<file path="config.mk">
export PLATFORM = sky130hd
export DESIGN_NAME = rip_pseudo_core_mmu
export DESIGN_NICKNAME = d
export VERILOG_FILES = /design/src/rip_axi_types.sv /design/src/rip_const.sv /design/src/rip_mem_port_if.sv /design/src/rip_memory_management_unit.sv /design/src/rip_mmu_read_engine.sv /design/src/rip_mmu_write_engine.sv /design/src/rip_pseudo_core_mmu.sv
export SDC_FILE = /design/constraint.sdc
export NUM_CORES = 1
export LEC_CHECK = 0
export ABC_AREA = 1
export BUFFER_PORTS_ARGS = -buffer_cell sky130_fd_sc_hd__buf_2
export CORE_MARGIN = 2
export CORE_UTILIZATION = 57
export CTS_BUF_LIST = sky130_fd_sc_hd__clkbuf_8 sky130_fd_sc_hd__clkbuf_16
export DETAILED_ROUTE_END_ITERATION = 10
export HOLD_SLACK_MARGIN = 0.15
export PLACE_DENSITY = 0.79
export SLEW_MARGIN = 30
export SYNTH_ARGS = -nofsm -noshare
export SYNTH_HDL_FRONTEND = slang
export SYNTH_SLANG_ARGS = --single-unit
export TNS_END_PERCENT = 5
</file>
<file path="constraint.sdc">
create_clock -name clk -period 3.5 [get_ports clk]
set_clock_uncertainty 0.15 [all_clocks]
set_input_delay 0.35 -clock clk [delete_from_list [all_inputs] [get_ports clk]]
set_output_delay 0.35 -clock clk [all_outputs]
set_load 0.005 [all_outputs]
</file>
<file path="src/rip_axi_types.sv">
// AXI response codes and memory unit operations.
package rip_axi_types;

    typedef enum logic [1:0] {
        OKAY   = 2'b00,
        EXOKAY = 2'b01,
        SLVERR = 2'b10,
        DECERR = 2'b11
    } axi_resp_t;

    // Request decoded by the port controller.
    typedef enum logic [1:0] {
        NONE,
        LOAD,
        STORE
    } mmu_op_t;

endpackage

</file>
<file path="src/rip_const.sv">
// Core-side constants and enums shared by the pseudo core and its memory port.
package rip_const;

    // Width of one byte lane.
    localparam int B_WIDTH = 8;

    // Walk state machine of the pseudo core.
    typedef enum logic [2:0] {
        SLEEP,
        INIT,
        READ,
        READWAIT,
        WRITE,
        WRITEWAIT
    } core_state_t;

    // Phase code driven on the busy output.
    typedef enum logic [1:0] {
        IDLE    = 2'b00, // Waiting for a base address.
        ARMED   = 2'b01, // Base seen once, confirming.
        READING = 2'b10,
        WRITING = 2'b11
    } busy_code_t;

endpackage

</file>
<file path="src/rip_mem_port_if.sv">
`timescale 1ns/1ps

// Request/response port between the core and the memory unit.
interface rip_mem_port_if import rip_const::*; #(
    parameter int ADDR_WIDTH = 32,
    parameter int DATA_WIDTH = 32
);
    logic [DATA_WIDTH/B_WIDTH-1:0] we; // Byte strobes.
    logic                          re;
    logic [ADDR_WIDTH-1:0]         addr;
    logic [DATA_WIDTH-1:0]         din;
    logic [DATA_WIDTH-1:0]         dout; // Held until the next load.
    logic                          busy;
    logic                          err;

    modport core (output we, output re, output addr, output din,
                  input dout, input busy, input err);

    modport mmu (input we, input re, input addr, input din,
                 output dout, output busy, output err);

endinterface

</file>
<file path="src/rip_memory_management_unit.sv">
`timescale 1ns/1ps

// Port controller: accepts one request, runs one engine, returns the result.
module rip_memory_management_unit import rip_const::*, rip_axi_types::*; #(
    parameter int ADDR_WIDTH = 32,
    parameter int DATA_WIDTH = 32
) (
    input  logic                          clk,
    input  logic                          rstn,
    rip_mem_port_if.mmu                   port,
    output logic [ADDR_WIDTH-1:0]         araddr,
    output logic                          arvalid,
    input  logic                          arready,
    input  logic [DATA_WIDTH-1:0]         rdata,
    input  axi_resp_t                     rresp,
    input  logic                          rvalid,
    output logic                          rready,
    output logic [ADDR_WIDTH-1:0]         awaddr,
    output logic                          awvalid,
    input  logic                          awready,
    output logic [DATA_WIDTH-1:0]         wdata,
    output logic [DATA_WIDTH/B_WIDTH-1:0] wstrb,
    output logic                          wvalid,
    input  logic                          wready,
    input  axi_resp_t                     bresp,
    input  logic                          bvalid,
    output logic                          bready
);
    mmu_op_t                       op_req;
    mmu_op_t                       op_r;
    logic                          busy_r;
    logic                          rd_start, wr_start;
    logic [ADDR_WIDTH-1:0]         addr_r;
    logic [DATA_WIDTH-1:0]         din_r;
    logic [DATA_WIDTH/B_WIDTH-1:0] strb_r;
    logic                          rd_done, rd_err, wr_done, wr_err;
    logic [DATA_WIDTH-1:0]         rd_rdata;
    logic                          op_done;

    // Read wins over write.
    always_comb begin
        if (port.re) op_req = LOAD;
        else if (|port.we) op_req = STORE;
        else op_req = NONE;
    end

    assign op_done   = (op_r == LOAD) ? rd_done : wr_done;
    assign port.busy = busy_r;

    always_ff @(posedge clk) begin
        if (!rstn) begin
            busy_r   <= 1'b0;
            op_r     <= NONE;
            rd_start <= 1'b0;
            wr_start <= 1'b0;
            port.err <= 1'b0;
        end else begin
            rd_start <= 1'b0;
            wr_start <= 1'b0;
            if (!busy_r && op_req != NONE) begin
                busy_r   <= 1'b1;
                op_r     <= op_req;
                rd_start <= (op_req == LOAD);
                wr_start <= (op_req == STORE);
            end else if (busy_r && op_done) begin
                busy_r   <= 1'b0;
                op_r     <= NONE;
                port.err <= (op_r == LOAD) ? rd_err : wr_err;
            end
        end
    end

    always_ff @(posedge clk) begin
        if (!busy_r && op_req != NONE) begin
            addr_r <= port.addr;
            din_r  <= port.din;
            strb_r <= port.we;
        end
        if (busy_r && op_r == LOAD && rd_done) port.dout <= rd_rdata;
    end

    rip_mmu_read_engine #(
        .ADDR_WIDTH(ADDR_WIDTH),
        .DATA_WIDTH(DATA_WIDTH)
    ) u_read (
        .clk(clk), .rstn(rstn), .start(rd_start), .addr(addr_r),
        .done(rd_done), .rdata(rd_rdata), .err(rd_err),
        .araddr(araddr), .arvalid(arvalid), .arready(arready),
        .rdata_axi(rdata), .rresp(rresp), .rvalid(rvalid), .rready(rready)
    );

    rip_mmu_write_engine #(
        .ADDR_WIDTH(ADDR_WIDTH),
        .DATA_WIDTH(DATA_WIDTH)
    ) u_write (
        .clk(clk), .rstn(rstn), .start(wr_start), .addr(addr_r),
        .wdata(din_r), .strb(strb_r), .done(wr_done), .err(wr_err),
        .awaddr(awaddr), .awvalid(awvalid), .awready(awready),
        .wdata_axi(wdata), .wstrb(wstrb), .wvalid(wvalid), .wready(wready),
        .bresp(bresp), .bvalid(bvalid), .bready(bready)
    );

endmodule

</file>
<file path="src/rip_mmu_read_engine.sv">
`timescale 1ns/1ps

// Single AXI read: address phase, then data phase.
module rip_mmu_read_engine import rip_axi_types::*; #(
    parameter int ADDR_WIDTH = 32,
    parameter int DATA_WIDTH = 32
) (
    input  logic                  clk,
    input  logic                  rstn,
    input  logic                  start,
    input  logic [ADDR_WIDTH-1:0] addr,
    output logic                  done,
    output logic [DATA_WIDTH-1:0] rdata,
    output logic                  err,
    output logic [ADDR_WIDTH-1:0] araddr,
    output logic                  arvalid,
    input  logic                  arready,
    input  logic [DATA_WIDTH-1:0] rdata_axi,
    input  axi_resp_t             rresp,
    input  logic                  rvalid,
    output logic                  rready
);
    typedef enum logic [1:0] {
        RD_IDLE,
        RD_ADDR,
        RD_DATA
    } rd_state_t;

    rd_state_t state;

    assign arvalid = (state == RD_ADDR);
    assign rready  = (state == RD_DATA);

    always_ff @(posedge clk) begin
        if (!rstn) begin
            state <= RD_IDLE;
            done  <= 1'b0;
            err   <= 1'b0;
        end else begin
            done <= 1'b0;
            case (state)
                RD_IDLE: if (start) state <= RD_ADDR;
                RD_ADDR: if (arready) state <= RD_DATA;
                RD_DATA: begin
                    if (rvalid) begin
                        state <= RD_IDLE;
                        done  <= 1'b1;
                        err   <= (rresp != OKAY);
                    end
                end
                default: state <= RD_IDLE;
            endcase
        end
    end

    always_ff @(posedge clk) begin
        if (state == RD_IDLE && start) araddr <= addr; // Stable through the address phase.
        if (state == RD_DATA && rvalid) rdata <= rdata_axi;
    end

endmodule

</file>
<file path="src/rip_mmu_write_engine.sv">
`timescale 1ns/1ps

// Single AXI write: address and data in any order, then the response.
module rip_mmu_write_engine import rip_const::*, rip_axi_types::*; #(
    parameter int ADDR_WIDTH = 32,
    parameter int DATA_WIDTH = 32
) (
    input  logic                          clk,
    input  logic                          rstn,
    input  logic                          start,
    input  logic [ADDR_WIDTH-1:0]         addr,
    input  logic [DATA_WIDTH-1:0]         wdata,
    input  logic [DATA_WIDTH/B_WIDTH-1:0] strb,
    output logic                          done,
    output logic                          err,
    output logic [ADDR_WIDTH-1:0]         awaddr,
    output logic                          awvalid,
    input  logic                          awready,
    output logic [DATA_WIDTH-1:0]         wdata_axi,
    output logic [DATA_WIDTH/B_WIDTH-1:0] wstrb,
    output logic                          wvalid,
    input  logic                          wready,
    input  axi_resp_t                     bresp,
    input  logic                          bvalid,
    output logic                          bready
);
    typedef enum logic [1:0] {
        WR_IDLE,
        WR_REQ,
        WR_RESP
    } wr_state_t;

    wr_state_t state;
    logic      aw_done;
    logic      w_done;
    logic      aw_ok;
    logic      w_ok;

    assign awvalid = (state == WR_REQ) && !aw_done;
    assign wvalid  = (state == WR_REQ) && !w_done;
    assign bready  = (state == WR_RESP);

    // Handshake finished earlier or on this edge.
    assign aw_ok = aw_done || (awvalid && awready);
    assign w_ok  = w_done || (wvalid && wready);

    always_ff @(posedge clk) begin
        if (!rstn) begin
            state   <= WR_IDLE;
            aw_done <= 1'b0;
            w_done  <= 1'b0;
            done    <= 1'b0;
            err     <= 1'b0;
        end else begin
            done <= 1'b0;
            case (state)
                WR_IDLE: begin
                    aw_done <= 1'b0;
                    w_done  <= 1'b0;
                    if (start) state <= WR_REQ;
                end
                WR_REQ: begin
                    aw_done <= aw_ok;
                    w_done  <= w_ok;
                    if (aw_ok && w_ok) state <= WR_RESP;
                end
                WR_RESP: begin
                    if (bvalid) begin
                        state <= WR_IDLE;
                        done  <= 1'b1;
                        err   <= (bresp != OKAY);
                    end
                end
                default: state <= WR_IDLE;
            endcase
        end
    end

    always_ff @(posedge clk) begin
        if (state == WR_IDLE && start) begin
            awaddr    <= addr;
            wdata_axi <= wdata;
            wstrb     <= strb;
        end
    end

endmodule

</file>
<file path="src/rip_pseudo_core_mmu.sv">
`timescale 1ns/1ps

// Pseudo core that reads and writes back a window of memory for board test.
module rip_pseudo_core_mmu import rip_const::*, rip_axi_types::*; #(
    parameter int ADDR_WIDTH = 32,
    parameter int DATA_WIDTH = 32,
    parameter int DATA_LEN   = 256
) (
    input  logic                          clk,
    input  logic                          rstn,
    input  logic [ADDR_WIDTH-1:0]         mem_head,
    output logic [1:0]                    busy,
    output logic [ADDR_WIDTH-1:0]         araddr,
    output logic                          arvalid,
    input  logic                          arready,
    input  logic [DATA_WIDTH-1:0]         rdata,
    input  axi_resp_t                     rresp,
    input  logic                          rvalid,
    output logic                          rready,
    output logic [ADDR_WIDTH-1:0]         awaddr,
    output logic                          awvalid,
    input  logic                          awready,
    output logic [DATA_WIDTH-1:0]         wdata,
    output logic [DATA_WIDTH/B_WIDTH-1:0] wstrb,
    output logic                          wvalid,
    input  logic                          wready,
    input  axi_resp_t                     bresp,
    input  logic                          bvalid,
    output logic                          bready
);
    core_state_t           state;
    busy_code_t            busy_code;
    logic [ADDR_WIDTH-1:0] mem_offset; // Base of the walk.
    logic [ADDR_WIDTH-1:0] cnt;
    logic [ADDR_WIDTH-1:0] word_addr;

    rip_mem_port_if #(
        .ADDR_WIDTH(ADDR_WIDTH),
        .DATA_WIDTH(DATA_WIDTH)
    ) mem_port ();

    rip_memory_management_unit #(
        .ADDR_WIDTH(ADDR_WIDTH),
        .DATA_WIDTH(DATA_WIDTH)
    ) mmu (
        .clk(clk), .rstn(rstn), .port(mem_port.mmu),
        .araddr(araddr), .arvalid(arvalid), .arready(arready),
        .rdata(rdata), .rresp(rresp), .rvalid(rvalid), .rready(rready),
        .awaddr(awaddr), .awvalid(awvalid), .awready(awready),
        .wdata(wdata), .wstrb(wstrb), .wvalid(wvalid), .wready(wready),
        .bresp(bresp), .bvalid(bvalid), .bready(bready)
    );

    assign word_addr = mem_offset | (cnt << 2);

    always_comb begin
        case (state)
            SLEEP:            busy_code = IDLE;
            READ, READWAIT:   busy_code = READING;
            WRITE, WRITEWAIT: busy_code = WRITING;
            default:          busy_code = ARMED;
        endcase
    end

    assign busy = busy_code;

    always_ff @(posedge clk) begin
        if (!rstn) begin
            state       <= SLEEP;
            mem_offset  <= '0;
            cnt         <= '0;
            mem_port.re <= 1'b0;
            mem_port.we <= '0;
        end else begin
            case (state)
                SLEEP: begin
                    if (mem_head != '1) begin // All ones means no work.
                        mem_offset <= mem_head;
                        cnt        <= '0;
                        state      <= INIT;
                    end
                end
                INIT: begin
                    // Start only on a value seen twice in a row.
                    if (mem_head == mem_offset) begin
                        mem_port.addr <= word_addr;
                        mem_port.re   <= 1'b1;
                        state         <= READ;
                    end else begin
                        state <= SLEEP;
                    end
                end
                READ: begin
                    if (!mem_port.busy) begin // Accepted on this edge.
                        mem_port.re <= 1'b0;
                        state       <= READWAIT;
                    end
                end
                READWAIT: begin
                    if (!mem_port.busy) begin
                        mem_port.din <= mem_port.dout;
                        mem_port.we  <= '1;
                        state        <= WRITE;
                    end
                end
                WRITE: begin
                    if (!mem_port.busy) begin
                        mem_port.we <= '0;
                        cnt         <= cnt + 1'b1;
                        state       <= WRITEWAIT;
                    end
                end
                WRITEWAIT: begin
                    if (!mem_port.busy) begin
                        if (cnt < DATA_LEN) begin
                            mem_port.addr <= word_addr;
                            mem_port.re   <= 1'b1;
                            state         <= READ;
                        end else begin
                            state <= SLEEP;
                        end
                    end
                end
                default: state <= SLEEP;
            endcase
        end
    end

endmodule

</file>
==> flow_summary.ini <==
[setup_path]
worstSetupStartpointType = input pin
cp_max_fo = 32
crit_type = in -> reg
crit_arrival_ps = 2560
required_ps = 3500
worstSetupEndpointType = flop
r2r_setup_slack_ps = 1020

[clock_tree]
post_cts_buffers = 0
worstSkewPairLatency_ps = 530
cts_resized = 0
cts.sinks = 372
clk_pin_slew_worst_paths_ps = 60
cts_hold_buf = 71
cts_max_path_buffers = 3
cts_tree = yes
cts_buffers = 35
htree_levels = 2
cts_root_buf = clkbuf_16

[route]
drc_errors = 0
dr.pass1.iters = 5
vias = 8913
drtIter0Drc = 997
viasPerCell = 5.26
wl_per_cell_um = 18.6
ant_nets = 0
wirelength_mm = 31.5

[pwr]
p_sw_frac = 0.225
intPower_mw = 7.22
seqPwrFrac = 0.549
p_leak_nw = 6.21
peakVddDrop_mv = 0.357
share_comb_of_total_power = 0.071
p_sw_mw = 2.10
power_density_nw_per_um2 = 556
p_clk_frac = 0.380

[layout]
final_cells = 1694
drive_above_1_share = 0.224
post-route-util = 0.712
fillers = 1554
area_growth_pct = 22.5
nNetsFinal = 1423

[synth]
synthArstFlopShare = 0
netlist_area_um2 = 13700
yosys.cell_types.count = 40
ys_seq_elements = 372
ys_seq_area_frac = 0.757
ys_warn_count = 0
synth_top_cell_by_area = edfxtp_1
yosysTopAreaCellShare = 0.637
synth_nets = 1149
ys_top_cells_by_count = edfxtp_1, nand2_1, nor2_1
synth_area_leaders = edfxtp_1, dfxtp_1, nand2_1
synth_flop_cell = edfxtp_1
synth.avg_cell_area_um2 = 12.7
synth_edf_count = 290
synthMostInstantiatedCell = edfxtp_1
syn_inst = 1073

[floorplan]
chipWidth_um = 159
coreArea_um2 = 23500
die_area_um2 = 25200
die_h_um = 159
initial_core_util = 0.581
num_rows = 56
ios = 182

[timing]
setup-violations-final = 0
hold_viol = 0
fmax_mhz = 390
finalCriticalPeriod_ps = 2560
worstMarginPinSlew_ps = 607
rsz0062_at_grt = false
min_period_over_period = 0.732
fin_tns_setup_ps = 0
slew_headroom = 0.595
hold_slack_ps = 203
slew_violations = 0

[global_route]
met2_usage = 0.445
grt_max_degree = 58
grt_pass1_wl_mm = 48.6
grt-busiest-layer = met2
use_met1 = 0.311
grt_pass1_vias = 8848
antenna_found_initial = 6
groute.usage.overall = 0.251
gr-total-overflow = 0
use_met3 = 0.0447

[place]
io_buffers = 177
place.gp.congestion = 0.952
dp.cells = 1557
dpl.hpwl_mm = 19.2

[flow_run]
cap_violations = 0

[status]
status = complete, no violations

[min_path]
min-delay-path-class = in -> reg
==> flip-flops by register name, indices dropped and copies added (netlist names), 2 cells and up <==
| register | cells |
|---|---|
| mmu.u_write.state | 2 |
| mmu.u_read.araddr | 32 |
| mem_offset | 32 |
| mem_port.addr | 32 |
| mmu.u_read.rdata | 32 |
| state | 3 |
| mmu.u_write.awaddr | 32 |
| mmu.u_read.state | 2 |
| mmu.u_write.wdata_axi | 32 |
| mmu.addr_r | 32 |
| cnt | 32 |
| mmu.port.dout | 32 |
| mmu.op_r | 2 |
| mmu.din_r | 32 |
| mem_port.din | 32 |
==> critical path, cell delays in order <==
cell	delay (ps)
dlygate4sd3_1	550
buf_2	160
xnor2_1	200
nand2_1	90
nor2_1	150
nand2_1	110
nor2_1	130
nand2_1	110
nand2_1	100
nand4_1	90
nor2_2	90
buf_4	400
==> power by group through the flow <==
stage	logic, mW	registers, mW	clock network (mW)
after detailed placement	0.569	5.21	0
after CTS	0.649	5.12	3.56
after global placement	0.552	5.19	0
after global routing	0.715	5.14	3.74
final	0.657	5.12	3.54
after floorplan	0.368	5.18	0
==> cell usage in the layout, fill, tap and decap left out, types with 6 or more instances in the layout <==
master | Yosys | final
edfxtp_1 | 290 | 290
nand3_1 | 27 | 27
nand4_1 | 14 | 14
a21oi_2 | 13 | 13
xnor2_1 | 27 | 27
inv_2 | 5 | 7
or2_2 | 23 | 23
clkbuf_16 | 0 | 36
buf_2 | 6 | 177
xor2_1 | 8 | 8
buf_4 | 3 | 11
nor3_1 | 11 | 10
nand2_1 | 219 | 219
a21oi_1 | 33 | 33
nor2_1 | 139 | 136
nand2_2 | 12 | 12
inv_1 | 74 | 83
dlygate4sd3_1 | 0 | 71
dfxtp_1 | 82 | 82
o21ai_0 | 40 | 40
clkinv_1 | 1 | 6
==> through the flow <==
step                      setup WS [ps]  power [mW]  cell area [µm²]
after floorplan                     264        5.55            13700
after global placement             1040        5.74            14900
after detailed placement           1010        5.78            14900
after CTS                           970        9.33            16700
after global routing                797        9.60            16700
final                               939        9.32            16800
==> final cells by class <==
class,count,area [µm²],area share
well taps,319,399,0.0238
multi-input cells,596,2900,0.173
inverters,81,309,0.0184
diodes,5,12.5,0.000747
clock buffers,37,915,0.0546
flip-flops and latches,372,10300,0.618
repair buffers,261,1730,0.103
clock inverters,23,139,0.00829
==> layer usage <==
layer	share of wire	vias to the layer above	routed length, µm
met1	0.38	4276	12100
met4	0.028	2	890
li1	-	4209	-
met5	0.00041	-	13
met3	0.072	64	2260
met2	0.52	362	16200
==> cells by family after synthesis <==
logic type / count (synthesis) / synth area share
AOI/OAI and AO/OA: 95 / 0.0399
buffers and inverters: 105 / 0.0325
xor gates and xnor gates: 35 / 0.0224
adders and majority gates: 1 / 0.000915
DFF: 372 / 0.757
and+or+nand+nor: 465 / 0.147
==> path summary, 6_finish.rpt <==
path / end / startpoint / cells past startpoint
hold reg to reg: mem_port.din[28] / mmu.port.dout[28] / 0
hold / removal: mmu.port.busy / rstn / 4
setup reg to reg: mem_port.addr[10] / cnt[8] / 7
setup / recovery: mem_port.addr[10] / mem_head[12] / 12
Note: power is estimated with default switching activity, not from simulation.
